[config.mk]
export PLATFORM = sky130hd
export DESIGN_NAME = mips_control
export DESIGN_NICKNAME = d
export VERILOG_FILES = /design/src/design/mips_ctrl_pkg.sv /design/src/design/mips_isa_pkg.sv /design/src/design/mips_control.sv /design/src/design/control_sequencer.sv /design/src/design/opcode_decoder.sv /design/src/design/funct_decoder.sv
export SDC_FILE = /design/constraint.sdc
export NUM_CORES = 1
export LEC_CHECK = 0
export BUFFER_PORTS_ARGS = -buffer_cell sky130_fd_sc_hd__buf_4
export CORE_UTILIZATION = 39
export CTS_CLUSTER_SIZE = 28
export DETAILED_ROUTE_END_ITERATION = 8
export PLACE_DENSITY = 0.88
export REMOVE_ABC_BUFFERS = 1
export SYNTH_ARGS = -nofsm -noshare
export SYNTH_HDL_FRONTEND = slang
export SYNTH_SLANG_ARGS = --single-unit
[constraint.sdc]
create_clock -name clk -period 3.1 [get_ports clk]
set_input_delay 0.62 -clock clk [delete_from_list [all_inputs] [get_ports clk]]
set_output_delay 0.62 -clock clk [all_outputs]
set_load 0.02 [all_outputs]
[src/design/mips_ctrl_pkg.sv]
// mips control package, state and operation encodings and the control bundles
`default_nettype none

package mips_ctrl_pkg;

    typedef enum logic [2:0] {
        HALT   = 3'd0,
        FETCH  = 3'd1,
        DECODE = 3'd2,
        EXEC1  = 3'd3,
        EXEC2  = 3'd4
    } ctrl_state_e;

    // alu control codes, ALU_RFUNC hands the choice to the funct field
    typedef enum logic [3:0] {
        ALU_ADD    = 4'b0000,
        ALU_SUB_EQ = 4'b0001,
        ALU_RFUNC  = 4'b0010,
        ALU_AND    = 4'b0100,
        ALU_OR     = 4'b0101,
        ALU_XOR    = 4'b0110,
        ALU_SLT    = 4'b0111,
        ALU_NE     = 4'b1000,
        ALU_GTZ    = 4'b1001,
        ALU_LEZ    = 4'b1010,
        ALU_LTZ    = 4'b1011,
        ALU_SLTU   = 4'b1100
    } alu_op_e;

    // bit 2 enables extension, bit 1 picks byte over half, bit 0 picks signed
    typedef enum logic [2:0] {
        EXT_NONE   = 3'b000,
        EXT_HALF_U = 3'b100,
        EXT_HALF_S = 3'b101,
        EXT_BYTE_U = 3'b110,
        EXT_BYTE_S = 3'b111
    } extend_op_e;

    typedef enum logic [1:0] {
        MD_MTHI = 2'b00,
        MD_MTLO = 2'b01,
        MD_MULT = 2'b10,
        MD_DIV  = 2'b11
    } md_op_e;

    typedef struct packed {
        logic    arith;      // result goes to rd
        logic    regjump;
        logic    link;
        logic    mult_div;
        logic    md_signed;
        md_op_e  md_op;
        logic    hitoreg;
        logic    lotoreg;
    } funct_info_t;

    // selection fields, steady for the whole instruction
    typedef struct packed {
        alu_op_e    alu_op;
        logic       alu_src;         // immediate as second operand
        logic       jump;
        logic       branch;
        logic       regdst;
        logic       memtoreg;
        logic       pctoadd;         // pc drives the memory address
        logic       regtojump;
        logic       div_mult_signed;
        md_op_e     div_mult_op;
        logic       hitoreg;
        logic       lotoreg;
        logic       link;
        logic       loadimmed;
        extend_op_e extend_op;
    } datapath_sel_t;

    typedef struct packed {
        datapath_sel_t sel;
        logic          want_memread;
        logic          want_memwrite;
        logic          want_regwrite;
        logic          want_md;
    } decode_t;

    typedef struct packed {
        logic memread;
        logic memwrite;
        logic regwrite;
        logic inwrite;
        logic pcwrite;
        logic div_mult_en;
    } datapath_strobe_t;

endpackage

`default_nettype wire

[src/design/mips_isa_pkg.sv]
// mips instruction set package, opcode/function/regimm encodings and instruction word views
`default_nettype none

package mips_isa_pkg;

    // primary opcodes, bits 31:26
    localparam logic [5:0] OP_RTYPE  = 6'b000000;
    localparam logic [5:0] OP_REGIMM = 6'b000001;
    localparam logic [5:0] OP_J      = 6'b000010;
    localparam logic [5:0] OP_JAL    = 6'b000011;
    localparam logic [5:0] OP_BEQ    = 6'b000100;
    localparam logic [5:0] OP_BNE    = 6'b000101;
    localparam logic [5:0] OP_BLEZ   = 6'b000110;
    localparam logic [5:0] OP_BGTZ   = 6'b000111;
    localparam logic [5:0] OP_ADDIU  = 6'b001001;
    localparam logic [5:0] OP_SLTI   = 6'b001010;
    localparam logic [5:0] OP_SLTIU  = 6'b001011;
    localparam logic [5:0] OP_ANDI   = 6'b001100;
    localparam logic [5:0] OP_ORI    = 6'b001101;
    localparam logic [5:0] OP_XORI   = 6'b001110;
    localparam logic [5:0] OP_LUI    = 6'b001111;
    localparam logic [5:0] OP_LB     = 6'b100000;
    localparam logic [5:0] OP_LH     = 6'b100001;
    localparam logic [5:0] OP_LW     = 6'b100011;
    localparam logic [5:0] OP_LBU    = 6'b100100;
    localparam logic [5:0] OP_LHU    = 6'b100101;
    localparam logic [5:0] OP_SW     = 6'b101011;

    // r-type function field, bits 5:0
    localparam logic [5:0] FN_SLL   = 6'b000000;
    localparam logic [5:0] FN_SRL   = 6'b000010;
    localparam logic [5:0] FN_SRA   = 6'b000011;
    localparam logic [5:0] FN_SLLV  = 6'b000100;
    localparam logic [5:0] FN_SRLV  = 6'b000110;
    localparam logic [5:0] FN_SRAV  = 6'b000111;
    localparam logic [5:0] FN_JR    = 6'b001000;
    localparam logic [5:0] FN_JALR  = 6'b001001;
    localparam logic [5:0] FN_MFHI  = 6'b010000;
    localparam logic [5:0] FN_MTHI  = 6'b010001;
    localparam logic [5:0] FN_MFLO  = 6'b010010;
    localparam logic [5:0] FN_MTLO  = 6'b010011;
    localparam logic [5:0] FN_MULT  = 6'b011000;
    localparam logic [5:0] FN_MULTU = 6'b011001;
    localparam logic [5:0] FN_DIV   = 6'b011010;
    localparam logic [5:0] FN_DIVU  = 6'b011011;
    localparam logic [5:0] FN_ADDU  = 6'b100001;
    localparam logic [5:0] FN_SUBU  = 6'b100011;
    localparam logic [5:0] FN_AND   = 6'b100100;
    localparam logic [5:0] FN_OR    = 6'b100101;
    localparam logic [5:0] FN_XOR   = 6'b100110;
    localparam logic [5:0] FN_SLT   = 6'b101010;
    localparam logic [5:0] FN_SLTU  = 6'b101011;

    // regimm branches select on the rt field
    localparam logic [4:0] RT_BLTZ   = 5'b00000;
    localparam logic [4:0] RT_BGEZ   = 5'b00001;
    localparam logic [4:0] RT_BLTZAL = 5'b10000;
    localparam logic [4:0] RT_BGEZAL = 5'b10001;

    typedef struct packed {
        logic [5:0] opcode;
        logic [4:0] rs;
        logic [4:0] rt;
        logic [4:0] rd;
        logic [4:0] shamt;
        logic [5:0] funct;
    } r_word_t;

    typedef struct packed {
        logic [5:0]  opcode;
        logic [4:0]  rs;
        logic [4:0]  rt;
        logic [15:0] imm;
    } i_word_t;

    typedef struct packed {
        logic [5:0]  opcode;
        logic [25:0] target;
    } j_word_t;

    // the same 32 bit word seen in each of the three formats
    typedef union packed {
        r_word_t r;
        i_word_t i;
        j_word_t j;
    } instr_word_u;

endpackage

`default_nettype wire
[src/design/mips_control.sv]
// mips control top, funct and opcode decoders feeding the multicycle sequencer
`default_nettype none
`timescale 1ns/10ps

module mips_control (
    input  wire                             clk,
    input  wire                             rst_n,
    input  wire                             start,        // one cycle, sampled in HALT
    input  wire                             waitrequest,
    input  wire mips_isa_pkg::instr_word_u  instr,        // instruction register contents
    output mips_ctrl_pkg::ctrl_state_e      state,
    output mips_ctrl_pkg::datapath_sel_t    sel,
    output mips_ctrl_pkg::datapath_strobe_t strobe
);

    import mips_ctrl_pkg::*;

    funct_info_t info;
    decode_t     dec;

    funct_decoder u_funct_decoder (
        .instr (instr),
        .info  (info)
    );

    opcode_decoder u_opcode_decoder (
        .instr (instr),
        .info  (info),
        .dec   (dec)
    );

    control_sequencer u_control_sequencer (
        .clk         (clk),
        .rst_n       (rst_n),
        .start       (start),
        .waitrequest (waitrequest),
        .dec         (dec),
        .state       (state),
        .sel         (sel),
        .strobe      (strobe)
    );

endmodule

`default_nettype wire

[src/design/control_sequencer.sv]
// multicycle control sequencer, state register plus state-qualified selects and strobes
`default_nettype none
`timescale 1ns/10ps

module control_sequencer (
    input  wire                             clk,
    input  wire                             rst_n,
    input  wire                             start,
    input  wire                             waitrequest,
    input  wire mips_ctrl_pkg::decode_t     dec,
    output mips_ctrl_pkg::ctrl_state_e      state,
    output mips_ctrl_pkg::datapath_sel_t    sel,
    output mips_ctrl_pkg::datapath_strobe_t strobe
);

    import mips_ctrl_pkg::*;

    ctrl_state_e next_state;

    always_ff @(posedge clk or negedge rst_n) begin
        if (!rst_n) begin
            state <= HALT;
        end else begin
            state <= next_state;
        end
    end

    // memory-facing states stall on waitrequest
    always_comb begin
        next_state = state;
        case (state)
            HALT:    if (start) next_state = FETCH;
            FETCH:   if (!waitrequest) next_state = DECODE;
            DECODE:  next_state = EXEC1;
            EXEC1:   if (!waitrequest) next_state = EXEC2;
            EXEC2:   if (!waitrequest) next_state = FETCH;
            default: next_state = HALT;
        endcase
    end

    always_comb begin
        sel = '0;
        case (state)
            FETCH, DECODE: sel.pctoadd = 1'b1;  // pc addresses memory for the fetch
            EXEC1, EXEC2:  sel = dec.sel;
            default:       ;
        endcase
    end

    always_comb begin
        strobe.memread     = (state == FETCH) || (state == EXEC1 && dec.want_memread);
        strobe.inwrite     = (state == DECODE);
        strobe.div_mult_en = (state == EXEC1) && dec.want_md;
        strobe.regwrite    = (state == EXEC2) && dec.want_regwrite;
        strobe.memwrite    = (state == EXEC2) && dec.want_memwrite;
        strobe.pcwrite     = (state == EXEC2) && !waitrequest;  // pc moves as the instruction retires
    end

    a_pcwrite_in_exec2 : assert property (
        @(posedge clk) disable iff (!rst_n) strobe.pcwrite |-> state == EXEC2
    ) else $error("control_sequencer: pcwrite outside EXEC2");

    a_mem_exclusive : assert property (
        @(posedge clk) disable iff (!rst_n) !(strobe.memread && strobe.memwrite)
    ) else $error("control_sequencer: memread and memwrite together");

    a_decode_one_cycle : assert property (
        @(posedge clk) disable iff (!rst_n) state == DECODE |=> state == EXEC1
    ) else $error("control_sequencer: DECODE not followed by EXEC1");

endmodule

`default_nettype wire

[src/design/opcode_decoder.sv]
// opcode decoder, maps the primary opcode to datapath selections and write requests
`default_nettype none
`timescale 1ns/10ps

module opcode_decoder (
    input  wire mips_isa_pkg::instr_word_u instr,
    input  wire mips_ctrl_pkg::funct_info_t info,
    output mips_ctrl_pkg::decode_t         dec
);

    import mips_isa_pkg::*;
    import mips_ctrl_pkg::*;

    function automatic alu_op_e imm_alu_op(input logic [5:0] op);
        alu_op_e res;
        case (op)
            OP_ANDI:  res = ALU_AND;
            OP_ORI:   res = ALU_OR;
            OP_XORI:  res = ALU_XOR;
            OP_SLTI:  res = ALU_SLT;
            OP_SLTIU: res = ALU_SLTU;
            default:  res = ALU_ADD;    // ADDIU
        endcase
        return res;
    endfunction

    function automatic extend_op_e load_ext(input logic [5:0] op);
        extend_op_e res;
        case (op)
            OP_LB:   res = EXT_BYTE_S;
            OP_LBU:  res = EXT_BYTE_U;
            OP_LH:   res = EXT_HALF_S;
            OP_LHU:  res = EXT_HALF_U;
            default: res = EXT_NONE;    // full word
        endcase
        return res;
    endfunction

    always_comb begin
        dec = '0;
        case (instr.r.opcode)
            OP_RTYPE: begin
                dec.sel.alu_op          = ALU_RFUNC;
                dec.sel.regdst          = 1'b1;
                dec.sel.jump            = info.regjump;
                dec.sel.regtojump       = info.regjump;
                dec.sel.div_mult_signed = info.md_signed;
                dec.sel.div_mult_op     = info.md_op;
                dec.sel.hitoreg         = info.hitoreg;
                dec.sel.lotoreg         = info.lotoreg;
                // rt of other r words may alias a regimm link code, keep JALR only
                dec.sel.link            = info.link & info.regjump & info.arith;
                dec.want_regwrite       = info.arith;
                dec.want_md             = info.mult_div;
            end
            OP_ADDIU, OP_ANDI, OP_ORI, OP_XORI, OP_SLTI, OP_SLTIU: begin
                dec.sel.alu_op    = imm_alu_op(instr.i.opcode);
                dec.sel.alu_src   = 1'b1;
                dec.want_regwrite = 1'b1;
            end
            OP_LUI: begin
                dec.sel.alu_src   = 1'b1;
                dec.sel.memtoreg  = 1'b1;
                dec.sel.loadimmed = 1'b1;   // immediate shifted into the upper half
                dec.want_memread  = 1'b1;
                dec.want_regwrite = 1'b1;
            end
            OP_BEQ, OP_BNE: begin
                dec.sel.alu_op = (instr.i.opcode == OP_BEQ) ? ALU_SUB_EQ : ALU_NE;
                dec.sel.branch = 1'b1;
            end
            OP_BGTZ, OP_BLEZ: begin
                dec.sel.alu_op  = (instr.i.opcode == OP_BGTZ) ? ALU_GTZ : ALU_LEZ;
                dec.sel.alu_src = 1'b1;
                dec.sel.branch  = 1'b1;
            end
            OP_REGIMM: begin
                dec.sel.alu_op    = ALU_LTZ;
                dec.sel.alu_src   = 1'b1;
                dec.sel.branch    = 1'b1;
                // funct bits of a regimm word are immediate, so recheck rt
                dec.sel.link      = info.link & (instr.i.rt inside {RT_BLTZAL, RT_BGEZAL});
                dec.want_regwrite = dec.sel.link;
            end
            OP_LB, OP_LBU, OP_LH, OP_LHU, OP_LW: begin
                dec.sel.alu_src   = 1'b1;
                dec.sel.memtoreg  = (instr.i.opcode == OP_LW);
                dec.sel.extend_op = load_ext(instr.i.opcode);
                dec.want_memread  = 1'b1;
                dec.want_regwrite = 1'b1;
            end
            OP_SW: begin
                dec.sel.alu_src   = 1'b1;
                dec.sel.regdst    = 1'b1;
                dec.want_memwrite = 1'b1;
            end
            OP_J: begin
                dec.sel.jump = 1'b1;
            end
            OP_JAL: begin
                dec.sel.jump      = 1'b1;
                dec.sel.link      = 1'b1;   // return address to r31
                dec.want_regwrite = 1'b1;
            end
            default: ;                      // unsupported, behaves as a nop
        endcase

        assert (!(dec.want_memread && dec.want_memwrite))
            else $error("opcode_decoder: read and write requested together");
    end

endmodule

`default_nettype wire

[src/design/funct_decoder.sv]
// function field decoder, classifies r-type funct codes and regimm link branches
`default_nettype none
`timescale 1ns/10ps

module funct_decoder (
    input  wire mips_isa_pkg::instr_word_u instr,
    output mips_ctrl_pkg::funct_info_t     info
);

    import mips_isa_pkg::*;
    import mips_ctrl_pkg::*;

    always_comb begin
        info = '0;
        case (instr.r.funct)
            FN_SLL, FN_SRL, FN_SRA, FN_SLLV, FN_SRLV, FN_SRAV,
            FN_ADDU, FN_SUBU, FN_AND, FN_OR, FN_XOR, FN_SLT, FN_SLTU: begin
                info.arith = 1'b1;
            end
            FN_MFHI: begin
                info.arith   = 1'b1;
                info.hitoreg = 1'b1;
            end
            FN_MFLO: begin
                info.arith   = 1'b1;
                info.lotoreg = 1'b1;
            end
            FN_JR: begin
                info.regjump = 1'b1;
            end
            FN_JALR: begin
                info.arith   = 1'b1;     // return address written to rd
                info.regjump = 1'b1;
                info.link    = 1'b1;
            end
            FN_MTHI: begin
                info.mult_div = 1'b1;
                info.md_op    = MD_MTHI;
            end
            FN_MTLO: begin
                info.mult_div = 1'b1;
                info.md_op    = MD_MTLO;
            end
            FN_MULT, FN_MULTU: begin
                info.mult_div  = 1'b1;
                info.md_signed = (instr.r.funct == FN_MULT);
                info.md_op     = MD_MULT;
            end
            FN_DIV, FN_DIVU: begin
                info.mult_div  = 1'b1;
                info.md_signed = (instr.r.funct == FN_DIV);
                info.md_op     = MD_DIV;
            end
            default: ;                  // unknown funct, no class
        endcase

        // regimm view, opcode is qualified downstream
        case (instr.i.rt)
            RT_BLTZAL, RT_BGEZAL: info.link = 1'b1;
            RT_BLTZ, RT_BGEZ:     ;     // plain compare, no link
            default:              ;
        endcase

        assert (!(info.regjump && info.mult_div))
            else $error("funct_decoder: jump and mult/div classes overlap");
    end

endmodule

`default_nettype wire

==> results of run 1 <==
per-stage QoR:
step | cell area, µm² | utilization [%] | std cells | worst slack [ns]
global placement | 1150 | 58.2 | 188 | 0.417
global route | 1180 | 59.5 | 192 | 0.0914
CTS | 1180 | 59.5 | 192 | 0.169
floorplan | 752 | - | 112 | 0.471
detailed placement | 1150 | 58.2 | 188 | 0.419
finish | 1180 | 59.5 | 192 | 0.174
layer usage:
metal,share of wire (%),wire length [µm]
met1,42,1070
met2,52,1320
met3,5.5,141
met4,0.55,14
met5,0,0
worst min-delay path by stage:
stage | start | to | slack, ns | cells past startpoint
2_1_floorplan | rst_n | u_control_sequencer.state[0] | 0.32 | 0
3_3_place_gp | rst_n | u_control_sequencer.state[2] | 0.41 | 1
3_5_place_dp | rst_n | u_control_sequencer.state[2] | 0.41 | 1
4_1_cts | rst_n | u_control_sequencer.state[0] | 0.17 | 1
5_1_grt | rst_n | u_control_sequencer.state[2] | 0.16 | 1
6_report | rst_n | u_control_sequencer.state[2] | 0.17 | 1
power groups by stage:
| stage | registers (mW) | logic (mW) | clock network (mW) |
|---|---|---|---|
| finish | 0.0969 | 0.361 | 0.0670 |
| detailed placement | 0.0982 | 0.361 | 0 |
| floorplan | 0.110 | 0.193 | 0 |
| global route | 0.101 | 0.396 | 0.0768 |
| CTS | 0.0980 | 0.362 | 0.0681 |
| global placement | 0.0934 | 0.352 | 0 |
worst max-delay path: stages, from the launching register on:
cell	delay, ns
dfrtp_1	0.46
or3b_1	0.52
and2_4	0.25
or3_1	0.47
nor3_4	0.22
buf_4	0.15
cells by family after synthesis:
logic type             Yosys count  synth area share, %
AND/OR/NAND/NOR                 69                 49.1
multiplexers                     2                 2.42
AO/OA/AOI/OAI                   31                 25.8
XOR/XNOR                         2                 2.12
buffers and inverters           18                 11.5
flip-flops                       3                 9.06
placed cells by master, fill, tap and decap left out, types with 2 or more instances in the layout:
cell      netlist  final
or4_1           2      2
nand4_1         3      3
o32ai_1         2      2
a21o_1          2      2
o21ai_0         6      6
clkbuf_4        0      3
or3_1           3      3
a21oi_1         8      8
mux2i_1         2      2
nand2_1         5      5
nor2_1         18     18
inv_1           5      5
nor3_1          9      9
nand2b_1        6      6
buf_4           1     49
or3b_2          2      2
nor2b_1         2      2
nor4_1          3      3
xnor2_1         2      2
nand3_1         3      3
nor4b_1         2      2
nand3b_1        3      3
dfrtp_1         3      3
nor3b_1         2      2
layout make-up:
type | instances | area share, %
timing repair buffer | 49 | 31.2
sequential | 3 | 6.36
tap | 27 | 2.86
inverter | 5 | 1.59
multi-input combinational | 104 | 55.8
clock buffer | 4 | 2.23
==> summary.md, run 1 <==
• 0.525 mW — total power of the final layout
• 0 — Yosys warning total
• 1 — CTS H-tree lvls
• 0 — Max-cap violations
• 445 nW/µm² — pwr/cell area
• 210 — filler instances
• dfrtp_1 — Primary FF master, synth
• 2.93 ns — min cycle time layout
• 0.600 ns — Worst-Margin Slew
• 75.1 µm² — storage element area
• 48.1 µm — vertical extent of the die
• 0 — count of flip-flops with a built-in enable after synthesis
• 9.06% — top-area cell type share of the netlist area
• 9 — largest fanout on the critical path
• 424 µV — Worst VDD drop
• clkbuf_4 — CTS Root Cell
• 202 — Total Nets Final
• 0 — DR DRC count
• 0.814 — global placer's final weighted congestion
• output pin — Setup crit end kind
• 13.3 µm — final routed wire length divided by cell count
• 0 — post-CTS resize count
• 3 — Num CTS Buffers
• nor2_1 — count leader, synth
• 4 — number of iterations in the first detailed-routing pass
• in2async — path type of the worst min-delay path
• 0.262 mW — switching power of the nets
• 0.23 ns — insertion delay of the later-clocked pin in the worst-skew pair
• 42.2% — GR Layer Usage met2
• 0 ns — Sum Neg Setup Slack
• 0 — post-detailed-route count of antenna-violating nets
• 0 — final global-route overflow total
• nor2_1, nor3_1, a21oi_1 — Synth top cells by count
• 41.8% — Starting Density
• 66 — Top Ports
• u_control_sequencer.state — Largest Register
• 0.04 ns — Clk pin slew, worst setup/hold paths
• 0.173 ns — final hold slack
• 2 — Worst R2R Path Depth
• 1980 µm — HPWL after DPL
• dfrtp_1, nor2_1, nor3_1 — top cells by area in the synthesized netlist
• 0 — number of hold-repair buffers added at the cts stage
• 1115 — count of vias placed by the detailed router
• 16 — number of standard-cell rows in the floorplan
• 0.00154 ns — worst clock skew
• 3890 µm — first-pass GRT wire length
• 0 — total count of max-transition violations in the final report
• u_control_sequencer.state: 3 flops — biggest regs
• 5.81 — per-cell via count in the routed design
• reg2out — Crit Path Class
• 2550 µm — final wirelength
• 49 — total of buffers placed on input and output ports
• false — setup repair after global routing missed its margin
• 125 — post-synthesis cell count
• dfrtp_1 — library cell occupying the most area in the post-synthesis netlist
• u_control_sequencer.state[1] — startpoint of the most critical setup path
• u_control_sequencer.state[1] — start of the worst register-to-register path
• yes — TritonCTS clock tree
• 48.1 µm — width of the die
• 27.6% — met1 track utilization from global routing
• 0.263 mW — internal power contribution
• 3 — post-synthesis register bit count
• 3 — flip-flop count of the largest register, all copies and words added
• 658 µm² — multi-input combinational cell area
• 19 — largest net degree at the start of global routing
• 18.5% — part of the total power dissipated in sequential elements
• 0 — number of hold violations in the final report
• 0 — antenna cells
• 0 — initial antenna violation count
• 0 — post-CTS setup buffer count
• 0 — Setup-failing EPs final
• 3.02% — routing usage on met3
• completed — outcome
• 1.88 ns — setup slack on the worst flop-to-flop path
• u_control_sequencer.state[2] — worst reg2reg endpoint
• 68.8% — fraction of power consumed by combinational cells
• 46 — Yosys cell types
• 2 — deepest clock path buffer count
• 2.48 ns — Data required, critical path
• 24 — number of violations reported at the end of detailed-routing iteration 0
• 1980 µm² — Core Area
• 59.4% — Rel. slew slack
• met2 — layer with the highest usage
• 36.4% — fraction of final layout cells with drive strength greater than 1
• 2.31 ns — data arrival time at the worst-slack endpoint
• 12.8% — fraction of power consumed by the clock network
• 3 — Num Clock Sinks
• 49.9% — switching power share of the total
• 6.63 µm² — Avg Inst Size Synth
• 9.06% — share of the yosys chip area belonging to registers
• 23.1% — total global routing track utilization
• 342 MHz — maximum achievable frequency
• 42.4% — Syn-to-layout area delta
• 900 — vias in the first global route
• 828 µm² — combined area of all synthesized cells
• sel[3] — CP Capture Point
• flop — Critical Path Start Type
• 0.519 nW — Static Leak
• 2310 µm² — die outline area
• 94.4% — final clock period utilization by the worst path
• 100% — fraction of synthesis flops using an asynchronous set or reset pin
Power figures use the tool's default switching activity.
==> run 2: changes to the inputs <==
--- a/config.mk
+++ b/config.mk
@@ -9,7 +9,7 @@
 export CORE_UTILIZATION = 39
 export CTS_CLUSTER_SIZE = 28
 export DETAILED_ROUTE_END_ITERATION = 8
-export PLACE_DENSITY = 0.88
+export PLACE_DENSITY = 0.9
 export REMOVE_ABC_BUFFERS = 1
 export SYNTH_ARGS = -nofsm -noshare
 export SYNTH_HDL_FRONTEND = slang
==> summary.md, run 2 (same netlist as run 1, synthesis figures left out) <==
• 2 — deepest clock path buffer count
• simple AND/OR/NAND/NOR gates — largest delay contributor family on the critical path
• 3 — Num Clock Sinks
• 41.8% — Starting Density
• 66 — Top Ports
• buf_4, nor2_1, nor3_1, a21oi_1 — leading cell types in the layout, fill and taps excluded
• 343 MHz — maximum achievable frequency
• or3b_1 — Max stage delay cell, worst path
• 0 — final global-route overflow total
• 0 — total count of max-transition violations in the final report
• 0 — number of hold violations in the final report
• 0.00703 ns — worst clock skew
• 0.51 ns — Worst path max stage delay
• 0.04 ns — Clk pin slew, worst setup/hold paths
• 2310 µm² — die outline area
• 192 — number of cells in the finished layout apart from fillers
• 49 — total of buffers placed on input and output ports
• 19 — largest net degree at the start of global routing
• 42.4% — Syn-to-layout area delta
• buf_4 — most common cell after layout, fill and taps aside
• 0 ns — Sum Neg Setup Slack
• 18 — number of violations reported at the end of detailed-routing iteration 0
• 9 — largest fanout on the critical path
• 0 — Max-cap violations
• 58.2% — Rel. slew slack
• 3 — flip-flop count of the largest register, all copies and words added
• in2async — path type of the worst min-delay path
• 12.9 µm — final routed wire length divided by cell count
• output pin — Setup crit end kind
• 0.822 — global placer's final weighted congestion
• clkbuf_4 — CTS Root Cell
• 23.9% — total global routing track utilization
• 48.1 µm — width of the die
• 0 — post-CTS resize count
• 2.92 ns — min cycle time layout
• 48.1 µm — vertical extent of the die
• false — setup repair after global routing missed its margin
• 1.87 ns — setup slack on the worst flop-to-flop path
• 445 nW/µm² — pwr/cell area
• reg2out — Crit Path Class
• 188 — total placed cells including tap cells
• 0 — post-detailed-route count of antenna-violating nets
• flop — Critical Path Start Type
• or3b_1 > and2_4 > or3_1 > a211oi_2 > buf_4 — worst path cell trace
• u_control_sequencer.state: 3 flops — biggest regs
• completed — outcome
• 1092 — count of vias placed by the detailed router
• 1 — CTS H-tree lvls
• 0 — Setup-failing EPs final
• 0 — initial antenna violation count
• 0.519 nW — Static Leak
• 0 — antenna cells
• yes — TritonCTS clock tree
• 1980 µm² — Core Area
• 2480 µm — final wirelength
• 0 — DR DRC count
• 0.24 ns — insertion delay of the later-clocked pin in the worst-skew pair
• 16 — number of standard-cell rows in the floorplan
• 1910 µm — HPWL after DPL
• 4 — number of iterations in the first detailed-routing pass
• 0 — number of hold-repair buffers added at the cts stage
• 2.30 ns — data arrival time at the worst-slack endpoint
• 3920 µm — first-pass GRT wire length
• 377 µV — Worst VDD drop
• 94.1% — final clock period utilization by the worst path
• 3 — Num CTS Buffers
• 36.4% — fraction of final layout cells with drive strength greater than 1
• 924 — vias in the first global route
• 1 — CP Buf/Inv Count
• 5.69 — per-cell via count in the routed design
• 191 — filler instances
• 0.619 ns — Worst-Margin Slew
• u_control_sequencer.state — Largest Register
• 0 — post-CTS setup buffer count
• 2.48 ns — Data required, critical path
• 202 — Total Nets Final
run 2: cell counts in the layout (fill, tap and decap cells not counted):
No cell type changed its count.
run 2: metal layers:
metal,share of wire (%),global-route usage (%),wire length (µm),up-vias
met5,0,0,0,-
met4,1.5,10.6,38,0
met3,4.8,3.77,119,4
met2,52,43.0,1290,40
met1,42,27.6,1030,499
li1,-,-,-,549
run 2: cell type report:
class | instances | area, µm² | area share, %
Clock buffer | 4 | 26.3 | 2.23
Inverter | 5 | 18.8 | 1.59
Sequential cell | 3 | 75.1 | 6.36
Multi-Input combinational cell | 104 | 658 | 55.8
Tap cell | 27 | 33.8 | 2.86
Timing Repair Buffer | 49 | 368 | 31.2
run 2: worst reg2reg max path, stage by stage, from the launching register on:
cell	delay (ns)
dfrtp_1	0.47
or3b_1	0.51
mux2i_1	0.17
run 2: stage by stage:
step	setup slack (ns)	power [mW]	hold WS, ns	utilization [%]	instance area [µm²]
finish	0.181	0.525	0.161	59.5	1180
global route	0.0361	0.580	0.143	59.5	1180
CTS	0.146	0.528	0.158	59.5	1180
detailed placement	0.403	0.455	0.410	58.2	1150
global placement	0.434	0.443	0.407	58.2	1150
floorplan	0.471	0.303	0.324	-	752
run 2: power breakdown:
part | leakage (nW) | total (mW) | internal [mW] | switching (mW)
Sequential | 0.0368 | 0.0964 | 0.0570 | 0.0394
Clock | 0.0150 | 0.0727 | 0.0485 | 0.0242
Combinational | 0.467 | 0.355 | 0.158 | 0.198
run 2: path summary, 6_finish.rpt:
kind | startpoint | to | depth (start not counted)
worst max-delay path | u_control_sequencer.state[1] | sel[17] | 5
worst min-delay path | rst_n | u_control_sequencer.state[0] | 1
worst max register to register | u_control_sequencer.state[1] | u_control_sequencer.state[2] | 2
worst min register to register | u_control_sequencer.state[2] | u_control_sequencer.state[1] | 1
max in group asynchronous | rst_n | u_control_sequencer.state[2] | 1
min in group clk | u_control_sequencer.state[2] | u_control_sequencer.state[1] | 1
==> run 3: changes to the inputs <==
--- a/config.mk
+++ b/config.mk
@@ -5,11 +5,11 @@
 export SDC_FILE = /design/constraint.sdc
 export NUM_CORES = 1
 export LEC_CHECK = 0
-export BUFFER_PORTS_ARGS = -buffer_cell sky130_fd_sc_hd__buf_4
-export CORE_UTILIZATION = 39
+export CORE_UTILIZATION = 34
 export CTS_CLUSTER_SIZE = 28
 export DETAILED_ROUTE_END_ITERATION = 8
-export PLACE_DENSITY = 0.9
+export DONT_BUFFER_PORTS = 1
+export PLACE_DENSITY = 0.58
 export REMOVE_ABC_BUFFERS = 1
 export SYNTH_ARGS = -nofsm -noshare
 export SYNTH_HDL_FRONTEND = slang
==> summary.md, run 3 (same netlist as run 1, synthesis figures left out) <==
• 0 — number of hold-repair buffers added at the cts stage
• or3b_1 > and2_4 > or3_1 > nor2_1 — worst path cell trace
• 978 — count of vias placed by the detailed router
• 489 nW/µm² — pwr/cell area
• 903 µm² — Post-Layout Inst Area
• 152 — total placed cells including tap cells
• 0.00340 ns — worst clock skew
• 36.7% — Starting Density
• 658 µm² — multi-input combinational cell area
• 1720 µm — HPWL after DPL
• completed — outcome
• 3760 µm — first-pass GRT wire length
• 0 — antenna cells
• 877 µm² — area post-placement
• 0 — Setup-failing EPs final
• 3 — Num CTS Buffers
• 0 — initial antenna violation count
• 268 — filler instances
• 0.442 mW — total power of the final layout
• 6.27 — per-cell via count in the routed design
• 156 — number of cells in the finished layout apart from fillers
• 18.0% — fraction of final layout cells with drive strength greater than 1
• nor2_1, buf_4, nor3_1, a21oi_1 — leading cell types in the layout, fill and taps excluded
• 2.80 ns — min cycle time layout
• output pin — Setup crit end kind
• 0 — post-CTS setup buffer count
• 19 — largest net degree at the start of global routing
• 9 — largest fanout on the critical path
• 4 — number of iterations in the first detailed-routing pass
• 3 — Num Clock Sinks
• 40.1% — utilization after layout
• in2async — path type of the worst min-delay path
• 0 — post-detailed-route count of antenna-violating nets
• or3b_1 — Max stage delay cell, worst path
• 0 — DR DRC count
• 2310 µm — final wirelength
• 334 µV — Worst VDD drop
• 90.3% — final clock period utilization by the worst path
• flop — Critical Path Start Type
• 2640 µm² — die outline area
• 66 — Top Ports
• 14.8 µm — final routed wire length divided by cell count
• 1 — CTS H-tree lvls
• 0 — final global-route overflow total
• 75.1 µm² — storage element area
• 0.301 ns — setup slack after layout
• 2.18 ns — data arrival time at the worst-slack endpoint
• false — setup repair after global routing missed its margin
• yes — TritonCTS clock tree
• 2 — deepest clock path buffer count
• 0 ns — Sum Neg Setup Slack
• u_control_sequencer.state: 3 flops — biggest regs
• 0.0682 ns — final hold slack
• 0 — post-CTS resize count
• 51.4 µm — vertical extent of the die
• 2.48 ns — Data required, critical path
• 2250 µm² — Core Area
• 0.538 ns — Place WS
• 0.331 nW — Static Leak
• 0.25 ns — insertion delay of the later-clocked pin in the worst-skew pair
• clkbuf_4 — CTS Root Cell
• nor2_1 — most common cell after layout, fill and taps aside
• 9.06% — Syn-to-layout area delta
• 49.3% — Rel. slew slack
• 0 — Max-cap violations
• 18.5% — total global routing track utilization
• 0.04 ns — Clk pin slew, worst setup/hold paths
• 0 — total of buffers placed on input and output ports
• 165 — Total Nets Final
• 21 — number of violations reported at the end of detailed-routing iteration 0
• 854 — vias in the first global route
• 3 — flip-flop count of the largest register, all copies and words added
• reg2out — Crit Path Class
• 0.47 ns — Worst path max stage delay
• 357 MHz — maximum achievable frequency
• 0 — total count of max-transition violations in the final report
• 17 — number of standard-cell rows in the floorplan
• 0.802 — global placer's final weighted congestion
• 51.4 µm — width of the die
• 1.99 ns — setup slack on the worst flop-to-flop path
• 0 — number of hold violations in the final report
• u_control_sequencer.state — Largest Register
• 0.758 ns — Worst-Margin Slew
-- run 3: changes by cell type in the layout (fill, tap and decap cells not counted), sizes merged --
cell / before / now
buf: 49 / 12
-- run 3: final timing paths --
check / startpoint / endpoint / cells past startpoint
max reg2reg: u_control_sequencer.state[1] / u_control_sequencer.state[0] / 3
max: u_control_sequencer.state[1] / sel[18] / 4
max in group asynchronous: rst_n / u_control_sequencer.state[0] / 0
min reg2reg: u_control_sequencer.state[2] / u_control_sequencer.state[1] / 2
min: rst_n / u_control_sequencer.state[2] / 0
min in group clk: waitrequest / u_control_sequencer.state[2] / 1
-- run 3: layer usage --
layer / global-route usage, % / wire [µm]
met2: 28.9 / 1100
met1: 24.9 / 1050
met3: 4.76 / 143
met4: 5.41 / 19
met5: 0 / 0
-- run 3: final cells by class --
| class | instances | share of cell area, % |
|---|---|---|
| Clock buffer | 4 | 2.91 |
| Inverter | 5 | 2.08 |
| Multi-Input combinational cell | 104 | 72.9 |
| Sequential cell | 3 | 8.31 |
| Tap cell | 28 | 3.88 |
| Timing Repair Buffer | 12 | 9.97 |
-- run 3: power by group --
part / switching, mW / total (mW) / internal, mW
clock network: 0.0250 / 0.0736 / 0.0485
registers: 0.00814 / 0.0654 / 0.0573
logic: 0.200 / 0.303 / 0.103
total: 0.233 / 0.442 / 0.209
-- run 3: worst max-delay path: cells and delay by family (launching register included) --
kind	cells	cell delay, ns
AND/OR/NAND/NOR	4	1.57
flip-flops	1	0.36
